===== config.mk =====
export PLATFORM = sky130hd
export DESIGN_NAME = cw_reg_top
export DESIGN_NICKNAME = d
export VERILOG_FILES = /design/src/verilog/cw_reg_pkg.sv /design/src/verilog/cw_reg_file.sv /design/src/verilog/trigger_combine.sv /design/src/verilog/target_power_softstart.sv /design/src/verilog/cw_reg_top.sv
export SDC_FILE = /design/constraint.sdc
export NUM_CORES = 1
export LEC_CHECK = 0
export ABC_AREA = 1
export BUFFER_PORTS_ARGS = -buffer_cell sky130_fd_sc_hd__buf_4
export CORE_MARGIN = 2
export CORE_UTILIZATION = 30
export CTS_CLUSTER_DIAMETER = 40
export DETAILED_ROUTE_END_ITERATION = 16
export GPL_TIMING_DRIVEN = 1
export PLACE_DENSITY_LB_ADDON = 0.15
export SYNTH_ARGS = -nofsm -noshare
export SYNTH_HDL_FRONTEND = slang
export SYNTH_SLANG_ARGS = --single-unit

===== constraint.sdc =====
create_clock -name clk_usb -period 2.98 [get_ports clk_usb]
set_input_delay 0.149 -clock clk_usb [delete_from_list [all_inputs] [get_ports clk_usb]]
set_output_delay 0.149 -clock clk_usb [all_outputs]
set_load 0.02 [all_outputs]

===== src/verilog/cw_reg_pkg.sv =====
package cw_reg_pkg;

   // host register map, one address per register
   localparam logic [7:0] ADDR_EXTCLK     = 8'd38;  // clock source byte
   localparam logic [7:0] ADDR_TRIGSRC    = 8'd39;  // 2 bytes
   localparam logic [7:0] ADDR_TRIGMOD    = 8'd40;
   localparam logic [7:0] ADDR_IOROUTE    = 8'd55;  // 8 bytes
   localparam logic [7:0] ADDR_COMPONENTS = 8'd62;  // read only
   localparam logic [7:0] ADDR_SOFTPOWER  = 8'd63;  // 8 bytes

   localparam int BYTECNT_W = 7;   // byte index within a multi-byte register
   localparam int TRIGSRC_W = 16;  // aux, nrst, io1-4, mode[7:6], userio 0-7

   // trigsrc[7:6], how the enabled external sources are merged
   localparam logic [1:0] TRIG_OR   = 2'd0;
   localparam logic [1:0] TRIG_AND  = 2'd1;
   localparam logic [1:0] TRIG_NAND = 2'd2;

   // trigmod[2:0], source of the capture trigger
   localparam logic [2:0] TMOD_EDGE_EXT   = 3'd0;
   localparam logic [2:0] TMOD_ADVIO      = 3'd1;
   localparam logic [2:0] TMOD_SAD        = 3'd2;
   localparam logic [2:0] TMOD_DECODEDIO  = 3'd3;
   localparam logic [2:0] TMOD_TRACE      = 3'd4;
   localparam logic [2:0] TMOD_ADC        = 3'd5;
   localparam logic [2:0] TMOD_EDGE       = 3'd6;

   // ioroute bits that still drive logic
   localparam int IOR_AVRPROG    = 40;
   localparam int IOR_POWER_OFF  = 41;
   localparam int IOR_FAST_START = 42;  // 0 = slow start via PWM
   localparam int IOR_NRST_EN    = 48;
   localparam int IOR_NRST       = 49;
   localparam int IOR_PDID_EN    = 50;
   localparam int IOR_PDID       = 51;
   localparam int IOR_PDIC_EN    = 52;
   localparam int IOR_PDIC       = 53;

   localparam logic [7:0]           EXTCLK_RST  = 8'h03;
   localparam logic [TRIGSRC_W-1:0] TRIGSRC_RST = 16'h0020;  // io4 only, OR
   localparam logic [63:0]          IOROUTE_RST = 64'h0201;  // power on, slow start

   // soft-power word, cycles1 sits in byte 0
   typedef struct packed {
      logic [15:0] off_time2;  // off cycles per period, second phase
      logic [15:0] off_time1;  // off cycles per period, first phase
      logic [15:0] period;     // PWM period is period+1 cycles
      logic [7:0]  cycles2;    // periods using off_time2
      logic [7:0]  cycles1;    // periods using off_time1
   } softpower_fields_t;

   // host sees bytes, the sequencer sees fields
   typedef union packed {
      logic [7:0][7:0]   bytes;
      softpower_fields_t f;
   } softpower_ctrl_u;

   localparam softpower_fields_t SOFTPOWER_RST = '{
      off_time2: 16'd0,
      off_time1: 16'd1995,
      period:    16'd2000,
      cycles2:   8'd0,
      cycles1:   8'd35
   };

endpackage


===== src/verilog/cw_reg_file.sv =====
`timescale 1ns/10ps

module cw_reg_file (
   input  logic                             clk_usb,
   input  logic                             reset,
   input  logic [7:0]                       reg_address_i,
   input  logic [cw_reg_pkg::BYTECNT_W-1:0] reg_bytecnt_i,
   input  logic [7:0]                       reg_datai_i,
   input  logic                             reg_write_i,
   input  logic                             reg_read_i,
   input  logic                             trace_exists_i,
   input  logic                             la_exists_i,
   output logic [7:0]                       reg_datao_o,
   output logic [cw_reg_pkg::TRIGSRC_W-1:0] trigsrc_o,
   output logic [2:0]                       trigmod_o,
   output cw_reg_pkg::softpower_ctrl_u      softpower_o,
   output logic                             power_off_req_o,
   output logic                             fast_start_o,
   output logic                             enable_avrprog_o,
   output logic                             enable_output_nrst_o,
   output logic                             output_nrst_o,
   output logic                             enable_output_pdid_o,
   output logic                             output_pdid_o,
   output logic                             enable_output_pdic_o,
   output logic                             output_pdic_o
);

   logic [7:0]                       extclk_q;   // no clock logic behind this one
   logic [cw_reg_pkg::TRIGSRC_W-1:0] trigsrc_q;
   logic [7:0]                       trigmod_q;  // only [2:0] used downstream
   logic [63:0]                      ioroute_q;
   cw_reg_pkg::softpower_ctrl_u      softpower_q;

   logic [2:0] lane;       // byte lane of a multi-byte register
   logic       lane_ok16;  // bytecnt falls inside trigsrc
   logic       lane_ok64;  // bytecnt falls inside an 8 byte register
   logic [7:0] components; // which optional blocks are built in

   assign lane       = reg_bytecnt_i[2:0];
   assign lane_ok16  = (reg_bytecnt_i < cw_reg_pkg::TRIGSRC_W / 8);
   assign lane_ok64  = (reg_bytecnt_i < 8);
   assign components = {6'd0, trace_exists_i, la_exists_i};

   // host writes, one byte per strobe
   always_ff @(posedge clk_usb) begin
      if (reset) begin
         extclk_q      <= cw_reg_pkg::EXTCLK_RST;
         trigsrc_q     <= cw_reg_pkg::TRIGSRC_RST;
         trigmod_q     <= {5'd0, cw_reg_pkg::TMOD_EDGE_EXT};
         ioroute_q     <= cw_reg_pkg::IOROUTE_RST;
         softpower_q.f <= cw_reg_pkg::SOFTPOWER_RST;
      end else if (reg_write_i) begin
         case (reg_address_i)
            cw_reg_pkg::ADDR_EXTCLK:  extclk_q  <= reg_datai_i;
            cw_reg_pkg::ADDR_TRIGMOD: trigmod_q <= reg_datai_i;
            cw_reg_pkg::ADDR_TRIGSRC: begin
               if (lane_ok16) begin
                  trigsrc_q[{lane[0], 3'b000} +: 8] <= reg_datai_i;
               end
            end
            cw_reg_pkg::ADDR_IOROUTE: begin
               if (lane_ok64) begin
                  ioroute_q[{lane, 3'b000} +: 8] <= reg_datai_i;
               end
            end
            cw_reg_pkg::ADDR_SOFTPOWER: begin
               if (lane_ok64) begin
                  softpower_q.bytes[lane] <= reg_datai_i;
               end
            end
            default: ;  // components is read only, rest unmapped
         endcase
      end
   end

   // read data is a level, valid while reg_read_i is high
   always_comb begin
      reg_datao_o = 8'h00;
      if (reg_read_i) begin
         case (reg_address_i)
            cw_reg_pkg::ADDR_EXTCLK:     reg_datao_o = extclk_q;
            cw_reg_pkg::ADDR_TRIGMOD:    reg_datao_o = trigmod_q;
            cw_reg_pkg::ADDR_COMPONENTS: reg_datao_o = components;
            cw_reg_pkg::ADDR_TRIGSRC:
               reg_datao_o = lane_ok16 ? trigsrc_q[{lane[0], 3'b000} +: 8] : 8'h00;
            cw_reg_pkg::ADDR_IOROUTE:
               reg_datao_o = lane_ok64 ? ioroute_q[{lane, 3'b000} +: 8] : 8'h00;
            cw_reg_pkg::ADDR_SOFTPOWER:
               reg_datao_o = lane_ok64 ? softpower_q.bytes[lane] : 8'h00;
            default:                     reg_datao_o = 8'h00;
         endcase
      end
   end

   assign trigsrc_o   = trigsrc_q;
   assign trigmod_o   = trigmod_q[2:0];
   assign softpower_o = softpower_q;

   // routing bits used by the kept outputs
   assign power_off_req_o      = ioroute_q[cw_reg_pkg::IOR_POWER_OFF];
   assign fast_start_o         = ioroute_q[cw_reg_pkg::IOR_FAST_START];
   assign enable_avrprog_o     = ioroute_q[cw_reg_pkg::IOR_AVRPROG];
   assign enable_output_nrst_o = ioroute_q[cw_reg_pkg::IOR_NRST_EN];
   assign output_nrst_o        = ioroute_q[cw_reg_pkg::IOR_NRST];
   assign enable_output_pdid_o = ioroute_q[cw_reg_pkg::IOR_PDID_EN];
   assign output_pdid_o        = ioroute_q[cw_reg_pkg::IOR_PDID];
   assign enable_output_pdic_o = ioroute_q[cw_reg_pkg::IOR_PDIC_EN];
   assign output_pdic_o        = ioroute_q[cw_reg_pkg::IOR_PDIC];

endmodule


===== src/verilog/trigger_combine.sv =====
`timescale 1ns/10ps

module trigger_combine #(
   parameter int USERIO_W = 8
) (
   input  logic [cw_reg_pkg::TRIGSRC_W-1:0] trigsrc_i,
   input  logic [2:0]                       trigmod_i,
   input  logic                             trigger_aux_i,
   input  logic                             trigger_nrst_i,
   input  logic [3:0]                       trigger_io_i,
   input  logic [USERIO_W-1:0]              userio_d_i,
   input  logic                             trigger_advio_i,
   input  logic                             trigger_sad_i,
   input  logic                             trigger_decodedio_i,
   input  logic                             trigger_trace_i,
   input  logic                             trigger_adc_i,
   input  logic                             trigger_edge_i,
   output logic                             trigger_ext_o,
   output logic                             trigger_capture_o,
   output logic                             decodeio_active_o,
   output logic                             sad_active_o,
   output logic                             edge_trigger_active_o
);

   localparam int USERIO_LSB = 8;             // trigsrc bit masking userio_d_i[0]
   localparam int NSRC       = USERIO_W + 6;  // aux, nrst, io1-4, user io

   logic [NSRC-1:0] src;
   logic [NSRC-1:0] mask;
   logic            trig_or;
   logic            trig_and;

   // same bit order as trigsrc, with the mode bits squeezed out
   assign src      = {userio_d_i, trigger_io_i, trigger_nrst_i, trigger_aux_i};
   assign mask     = {trigsrc_i[USERIO_LSB +: USERIO_W], trigsrc_i[5:0]};
   assign trig_or  = |(src & mask);
   assign trig_and = &(src | ~mask);  // disabled sources count as high

   always_comb begin
      case (trigsrc_i[7:6])
         cw_reg_pkg::TRIG_OR:   trigger_ext_o = trig_or;
         cw_reg_pkg::TRIG_AND:  trigger_ext_o = trig_and;
         cw_reg_pkg::TRIG_NAND: trigger_ext_o = ~trig_and;
         default:               trigger_ext_o = 1'b0;  // reserved mode
      endcase
   end

   // capture trigger follows the selected module
   always_comb begin
      case (trigmod_i)
         cw_reg_pkg::TMOD_EDGE_EXT:  trigger_capture_o = trigger_ext_o;
         cw_reg_pkg::TMOD_ADVIO:     trigger_capture_o = trigger_advio_i;
         cw_reg_pkg::TMOD_SAD:       trigger_capture_o = trigger_sad_i;
         cw_reg_pkg::TMOD_DECODEDIO: trigger_capture_o = trigger_decodedio_i;
         cw_reg_pkg::TMOD_TRACE:     trigger_capture_o = trigger_trace_i;
         cw_reg_pkg::TMOD_ADC:       trigger_capture_o = trigger_adc_i;
         cw_reg_pkg::TMOD_EDGE:      trigger_capture_o = trigger_edge_i;
         default:                    trigger_capture_o = 1'b0;
      endcase
   end

   assign decodeio_active_o     = (trigmod_i == cw_reg_pkg::TMOD_DECODEDIO);
   assign sad_active_o          = (trigmod_i == cw_reg_pkg::TMOD_SAD);
   assign edge_trigger_active_o = (trigmod_i == cw_reg_pkg::TMOD_EDGE);

endmodule


===== src/verilog/target_power_softstart.sv =====
`timescale 1ns/10ps

module target_power_softstart (
   input  logic                        clk_usb,
   input  logic                        reset,
   input  cw_reg_pkg::softpower_ctrl_u softpower_i,
   input  logic                        power_off_req_i,
   input  logic                        fast_start_i,
   output logic                        targetpower_off_o
);

   logic        req_prev_q;     // request one cycle ago, for edge detect
   logic        soft_on_q;      // PWM sequence running
   logic [15:0] phase_q;        // position inside the PWM period
   logic [8:0]  period_cnt_q;   // completed periods, up to cycles1+cycles2
   logic [15:0] off_time_q;     // off cycles for the current period

   logic        start;
   logic        period_end;
   logic        seq_done;
   logic [8:0]  total_periods;
   logic [8:0]  period_cnt_nxt;
   logic        pwm_off;

   assign start         = req_prev_q & ~power_off_req_i;  // power released
   assign period_end    = soft_on_q & (phase_q == softpower_i.f.period);
   assign total_periods = softpower_i.f.cycles1 + softpower_i.f.cycles2;
   assign seq_done      = period_end & (period_cnt_q + 9'd1 >= total_periods);

   // period count as it will be after this edge
   always_comb begin
      if (!soft_on_q) begin
         period_cnt_nxt = 9'd0;
      end else if (period_end) begin
         period_cnt_nxt = period_cnt_q + 9'd1;
      end else begin
         period_cnt_nxt = period_cnt_q;
      end
   end

   always_ff @(posedge clk_usb) begin
      if (reset) begin
         req_prev_q   <= 1'b0;
         soft_on_q    <= 1'b0;
         phase_q      <= 16'd0;
         period_cnt_q <= 9'd0;
      end else begin
         req_prev_q <= power_off_req_i;
         if (power_off_req_i) begin
            soft_on_q <= 1'b0;    // power off again aborts the ramp
         end else if (start) begin
            soft_on_q <= 1'b1;
         end else if (seq_done) begin
            soft_on_q <= 1'b0;    // ramp finished, stay on
         end
         if (!soft_on_q || phase_q == softpower_i.f.period) begin
            phase_q <= 16'd0;
         end else begin
            phase_q <= phase_q + 16'd1;
         end
         period_cnt_q <= period_cnt_nxt;
      end
   end

   // first cycles1 periods use off_time1, then off_time2
   always_ff @(posedge clk_usb) begin
      if (period_cnt_nxt < softpower_i.f.cycles1) begin
         off_time_q <= softpower_i.f.off_time1;
      end else begin
         off_time_q <= softpower_i.f.off_time2;
      end
   end

   assign pwm_off = (phase_q < off_time_q);  // off at the start of each period

   assign targetpower_off_o = (soft_on_q & ~fast_start_i) ? pwm_off : power_off_req_i;

endmodule


===== src/verilog/cw_reg_top.sv =====
`timescale 1ns/10ps

module cw_reg_top #(
   parameter int USERIO_W = 8
) (
   input  logic                             clk_usb,
   input  logic                             reset,
   input  logic [7:0]                       reg_address_i,
   input  logic [cw_reg_pkg::BYTECNT_W-1:0] reg_bytecnt_i,
   input  logic [7:0]                       reg_datai_i,
   input  logic                             reg_write_i,
   input  logic                             reg_read_i,
   input  logic                             trigger_aux_i,
   input  logic                             trigger_nrst_i,
   input  logic [3:0]                       trigger_io_i,
   input  logic [USERIO_W-1:0]              userio_d_i,
   input  logic                             trigger_advio_i,
   input  logic                             trigger_sad_i,
   input  logic                             trigger_decodedio_i,
   input  logic                             trigger_trace_i,
   input  logic                             trigger_adc_i,
   input  logic                             trigger_edge_i,
   input  logic                             trace_exists_i,
   input  logic                             la_exists_i,
   output logic [7:0]                       reg_datao_o,
   output logic                             trigger_ext_o,
   output logic                             trigger_capture_o,
   output logic                             decodeio_active_o,
   output logic                             sad_active_o,
   output logic                             edge_trigger_active_o,
   output logic                             targetpower_off_o,
   output logic                             enable_avrprog_o,
   output logic                             enable_output_nrst_o,
   output logic                             output_nrst_o,
   output logic                             enable_output_pdid_o,
   output logic                             output_pdid_o,
   output logic                             enable_output_pdic_o,
   output logic                             output_pdic_o
);

   logic [cw_reg_pkg::TRIGSRC_W-1:0] trigsrc;
   logic [2:0]                       trigmod;
   cw_reg_pkg::softpower_ctrl_u      softpower;
   logic                             power_off_req;  // ioroute power-off bit
   logic                             fast_start;

   cw_reg_file u_reg_file (
      .clk_usb              (clk_usb),
      .reset                (reset),
      .reg_address_i        (reg_address_i),
      .reg_bytecnt_i        (reg_bytecnt_i),
      .reg_datai_i          (reg_datai_i),
      .reg_write_i          (reg_write_i),
      .reg_read_i           (reg_read_i),
      .trace_exists_i       (trace_exists_i),
      .la_exists_i          (la_exists_i),
      .reg_datao_o          (reg_datao_o),
      .trigsrc_o            (trigsrc),
      .trigmod_o            (trigmod),
      .softpower_o          (softpower),
      .power_off_req_o      (power_off_req),
      .fast_start_o         (fast_start),
      .enable_avrprog_o     (enable_avrprog_o),
      .enable_output_nrst_o (enable_output_nrst_o),
      .output_nrst_o        (output_nrst_o),
      .enable_output_pdid_o (enable_output_pdid_o),
      .output_pdid_o        (output_pdid_o),
      .enable_output_pdic_o (enable_output_pdic_o),
      .output_pdic_o        (output_pdic_o)
   );

   // purely combinational trigger path
   trigger_combine #(
      .USERIO_W (USERIO_W)
   ) u_trigger_combine (
      .trigsrc_i             (trigsrc),
      .trigmod_i             (trigmod),
      .trigger_aux_i         (trigger_aux_i),
      .trigger_nrst_i        (trigger_nrst_i),
      .trigger_io_i          (trigger_io_i),
      .userio_d_i            (userio_d_i),
      .trigger_advio_i       (trigger_advio_i),
      .trigger_sad_i         (trigger_sad_i),
      .trigger_decodedio_i   (trigger_decodedio_i),
      .trigger_trace_i       (trigger_trace_i),
      .trigger_adc_i         (trigger_adc_i),
      .trigger_edge_i        (trigger_edge_i),
      .trigger_ext_o         (trigger_ext_o),
      .trigger_capture_o     (trigger_capture_o),
      .decodeio_active_o     (decodeio_active_o),
      .sad_active_o          (sad_active_o),
      .edge_trigger_active_o (edge_trigger_active_o)
   );

   target_power_softstart u_power_softstart (
      .clk_usb           (clk_usb),
      .reset             (reset),
      .softpower_i       (softpower),
      .power_off_req_i   (power_off_req),
      .fast_start_i      (fast_start),
      .targetpower_off_o (targetpower_off_o)
   );

endmodule


Word level (Yosys, flattened, before mapping)

Cells that the tools add are included.
W data, S select, Z words.

Register bits after elaboration: 203
Word-level logic and storage cells: 88
Input bits: 49

Reductions and logical operators: 15
Eq/ne operators: 15
Mux-type cells: 20
Order comparisons: 7
Shift-type cells: 6
Bitwise operators: 10
$add $sub $neg: 5

Operators with widths:

| kind                     | number |
|---|---|
| $bwmux W64               | 2 |
| $shift A8 B8 Y64 const A | 1 |
| $shiftx A64 B7 Y8        | 1 |
| $shiftx A8 B8 Y64        | 1 |
| $eq A8 B6 Y1 const B     | 6 |
| $mux W8                  | 6 |
| $pmux W8 S6              | 1 |
| $bmux W8 S3              | 1 |
| $demux W8 S3             | 1 |
| $mux W9                  | 2 |
| $add A16 B1 Y16 const B  | 1 |
| $bwmux W16               | 1 |
| $eq A16 B16 Y1           | 1 |
| $lt A16 B16 Y1           | 1 |
| $mux W16                 | 1 |
| $shift A8 B6 Y16 const A | 1 |
| $shiftx A16 B5 Y8        | 1 |
| $shiftx A8 B6 Y16        | 1 |
| $and A14 B14 Y14         | 1 |
| $not A14 Y14             | 1 |
| $or A14 B14 Y14          | 1 |
| $reduce_and A14 Y1       | 1 |
| $reduce_or A14 Y1        | 1 |
| $add A8 B8 Y9            | 1 |
| 28 further kinds         | 42 |

Logic depth before layout (Yosys ltp)

Depth in word-level cells: 6
Gate-level depth with buffers: 21

Hierarchy

Synthesis repeated with hierarchy kept, for this count alone.

Cells, all modules: 1831
Area, all modules: 11787.6 µm²

By module, submodules not included:

| module                 | sequential area each (µm²) | area an instance (µm²) | cells an instance | times used |
|---|---|---|---|---|
| cw_reg_file            | 3203.1                     | 8155.3                 | 1262              | 1 |
| target_power_softstart | 860.8                      | 3258.1                 | 479               | 1 |
| trigger_combine        | 0.0                        | 374.1                  | 90                | 1 |

Worst setup path after synthesis

No wires, ideal clock.

Path kind: reg-to-reg
Start point: register u_power_softstart.phase_q[0]
End point: register u_power_softstart.off_time_q[10]
Period minus slack after synthesis: 2.451 ns
Stages on the path, launching flop included: 22
Slack: 0.529 ns
Buffers on the path: 1
Library setup time: 0.112 ns
Arrival time: 2.339 ns
Required time: 2.868 ns
Cells stage by stage: dfxtp_1 inv_2 nand2_1 nand2_1 nor2_1 nand2_2 nor2_4 nand2_1 nand2_1 inv_1 nand2_1 nand2_1 ha_1 a21oi_1 nor2_1 a211oi_1 nand2_1 nand2_4 nand2_4 buf_6 nand2_1 nand2_1

Cells in the longest elaborated chain, start to end: 6

Ends and longest elaborated chain:

| what                                    | RTL line                     | text |
|---|---|---|
| start: declaration                      | target_power_softstart.sv:14 | `logic [15:0] phase_q;` |
| start signal: assignment                | target_power_softstart.sv:59 | `phase_q <= phase_q + 16'd1;` |
| $eq A16 B16 Y1                          | target_power_softstart.sv:26 | `assign period_end = soft_on_q & (phase_q == softpower_i.f.period);` |
| $and A1 B1 Y1                           | target_power_softstart.sv:26 |  |
| $mux W9                                 | target_power_softstart.sv:34 | `end else if (period_end) begin` |
| $mux W9                                 | target_power_softstart.sv:32 | `if (!soft_on_q) begin` |
| net u_power_softstart.period_cnt_nxt[2] | target_power_softstart.sv:22 | `logic [8:0] period_cnt_nxt;` |
| $lt A9 B8 Y1                            | target_power_softstart.sv:67 | `if (period_cnt_nxt < softpower_i.f.cycles1) begin` |
| $mux W16                                | target_power_softstart.sv:67 |  |
| end signal: assignment                  | target_power_softstart.sv:68 | `off_time_q <= softpower_i.f.off_time1;` |
| end signal: assignment                  | target_power_softstart.sv:70 | `off_time_q <= softpower_i.f.off_time2;` |
| end: declaration                        | target_power_softstart.sv:16 | `logic [15:0] off_time_q;` |

The timed path passes the listed nets, and every way through them passes these cells.
A chain may end at the register's enable or synchronous reset.

Worst setup path in the final report

Start point: register u_power_softstart.phase_q[13]
End point: register u_power_softstart.off_time_q[5]

Same word-level chain as after synthesis.

==> out/qor.txt <==
status - complete, no violations
full die area - 37,500 um^2
unrepaired setup endpoints after global routing - no
number of distinct library cells after synthesis - 53
Synth top cells by count - 261 x nand2_1, 216 x inv_1, 203 x dfxtp_1
Peak VDD IR - 421 uV
fmax - 374 MHz
R2R cell count - 20
I/O pins - 70
die width - 194 um
Rows - 69
flop-to-flop setup slack - 310 ps
Fin Hold WS - 47.1 ps
WP data required - 3440 ps
dpl ws - 129 ps
first-pass GRT wire length - 58.2 mm
Post-synth ARST share - 0%
most numerous cell in the Yosys netlist - nand2_1
sequential fraction of the synthesis area - 37.7%
Hold WC Path Type - in -> reg
H-tree levels - 2
dpl hpwl - 27.6 mm
clk root buf - clkbuf_16
total CTS buffers - 37
initial antenna violation count - 0
pwr dens - 570 nW/um^2
cell taking the most area after synthesis - dfxtp_1
worst r2r dst - u_power_softstart.off_time_q[5]
Vias - 10,165
Synth-to-Final Area Change - 21.1%
CP Class - reg -> reg
Layout Nets - 1,665
flops & latches, synth - 203
CTS tree - done
setup TNS - 0 ps
Ys Warns - 0
top-area cell type share of the netlist area - 37.7%
Gate Count Post-Synth - 1,496
final setup violation count - 0
final instance area - 13,100 um^2
Post-DRT Antenna Nets - 0
Slew headroom - 32.9%
CTS Sinks - 203
layout cells sized above 1 - 14.6%
Core Region - 35,500 um^2
Crit. Startpoint - u_power_softstart.phase_q[13]
EDFF count, synth - 0
Clock Path Buffers - 3
total grt overflow - 0
routability cong. - 0.877
RR Startpoint - u_power_softstart.phase_q[13]
Port Buffers - 69
drt total wl - 37.8 mm
Tcrit/Tclk final - 89.7%
placed cell area - 11,800 um^2
post-CTS setup repair buffer count - 0
synthesized area - 10,800 um^2
Starting Density - 30.4%
quantity of hold-fixing buffers added after cts - 0
DRT Pass-1 Iters - 5
Setup WS post-layout - 308 ps
Critical Path Fanout Max - 16
min Tclk post-route - 2670 ps
final hold violation count - 0
ys flop type - dfxtp_1
Worst Setup End Kind - register
Synth area leaders - dfxtp_1 38%, nand2_1 9.1%, a21oi_1 8.3%, inv_1 7.5%, o21ai_0 6.4%
largest net degree at the start of global routing - 101
drt drc - 0
Routed WL per cell - 18.4 um
total power - 7450 uW
n_diodes - 0
leak pwr - 0.00551 uW
Die Height - 194 um
Syn Nets - 1,589
clock skew - 11.3 ps
Slew Limit Fails - 0
CTS clock-pin slew for the worst setup and hold paths - 50 ps
initial detailed-routing violation count - 684
WP data arrival - 3130 ps
vias in the first global route - 9,830
Via-to-Cell Ratio - 4.94
CP Capture Point - u_power_softstart.off_time_q[5]
startpoint types - register
Worst-Skew Late Latency - 520 ps
Tightest Pin Transition - 1010 ps
synthesized area per cell - 7.21 um^2
global-route usage over all layers - 19.9%
maxcap violations - 0
## metal layers
metal	share of wire, %	vias up	global-route usage, %
met1	48	4711	27.5
met2	45	234	31.5
met4	3.1	0	7.15
li1	-	5152	-
met3	4.3	68	2.84
met5	0	-	0
## cell type report
class / instances / area [um^2]
fillers: 3814 / 22400
multi-input cells: 1001 / 5540
flip-flops and latches: 203 / 4070
clock buffers: 49 / 1060
inverters: 233 / 876
repair buffers: 96 / 724
well taps: 461 / 577
clock inverters: 16 / 214
## flip-flops by register name (all words and copies together), names as in the netlist
register / flops
u_power_softstart.off_time_q: 16
u_power_softstart.period_cnt_q: 9
u_power_softstart.phase_q: 16
u_power_softstart.req_prev_q: 1
u_power_softstart.soft_on_q: 1
u_reg_file.extclk_q: 8
u_reg_file.ioroute_q: 64
u_reg_file.softpower_o: 64
u_reg_file.trigmod_q: 8
u_reg_file.trigsrc_o: 16
## worst min path at each step
stage	to	slack, ps	from	cells past startpoint
2_1_floorplan	u_reg_file.ioroute_q[22]	320	reg_datai_i[6]	2
3_3_place_gp	u_reg_file.ioroute_q[43]	440	u_reg_file.ioroute_q[43]	2
5_1_grt	u_reg_file.ioroute_q[0]	60	reg_datai_i[0]	3
6_report	u_reg_file.trigsrc_o[1]	50	reg_datai_i[1]	3
4_1_cts	u_reg_file.trigsrc_o[1]	30	reg_datai_i[1]	3
3_5_place_dp	u_power_softstart.off_time_q[2]	440	u_reg_file.softpower_o[50]	2
## power breakdown
group	total (uW)	leakage, uW	internal, uW	switching (uW)
registers	2730	0.00164	2720	4.49
logic	360	0.00326	99.8	260
clock network	4360	0.000617	2860	1500
## cell usage in the layout, fill, tap and decap left out, drive strengths merged, types with 13 or more instances in the layout
master / instances
buf: 96
a211oi: 19
ha: 43
dfxtp: 203
a21oi: 178
inv: 232
clkbuf: 49
o211ai: 26
nand2: 277
nand4: 13
nand3: 67
o21ai: 140
nor2: 112
o22ai: 40
nor3: 21
## cells by family (layout without fill, tap and decap cells)
kind of cell / after synthesis / count (layout) / share of synthesized area, %
xor+xnor: 15 / 15 / 1.22
buf+inv: 292 / 394 / 11.2
flops: 203 / 203 / 37.7
compound gates: 439 / 439 / 23.2
simple gates: 503 / 503 / 21.6
fa+ha+maj: 44 / 44 / 5.17
## critical path, cell delays in order (launching register included)
cell and delay [ps]:
dfxtp_1 410, inv_1 110, nand2_1 70, nand2_1 40
nor2_1 110, nand2_1 100, nor2_4 130, nand2_1 100
nand2_2 100, inv_2 90, nand2_1 90, nand2_1 60
ha_1 290, a21oi_1 170, nor2_1 70, a211oi_2 140
nand2_1 120, nand2_4 90, buf_6 160, nand3_1 90
nand2_1 80
## repair_timing
item / CTS / global route
resized for setup: 0 / 13
endpoints found under the hold margin: 0 / 0
setup endpoints to repair: 0 / 17
## through the flow
stage	instances	utilization (%)
6_report	2059	36.8
2_1_floorplan	1496	-
3_5_place_dp	1994	33.1
5_1_grt	2059	36.8
3_3_place_gp	1994	33.1
4_1_cts	2059	36.7
Note: power is estimated with default switching activity, not from simulation.
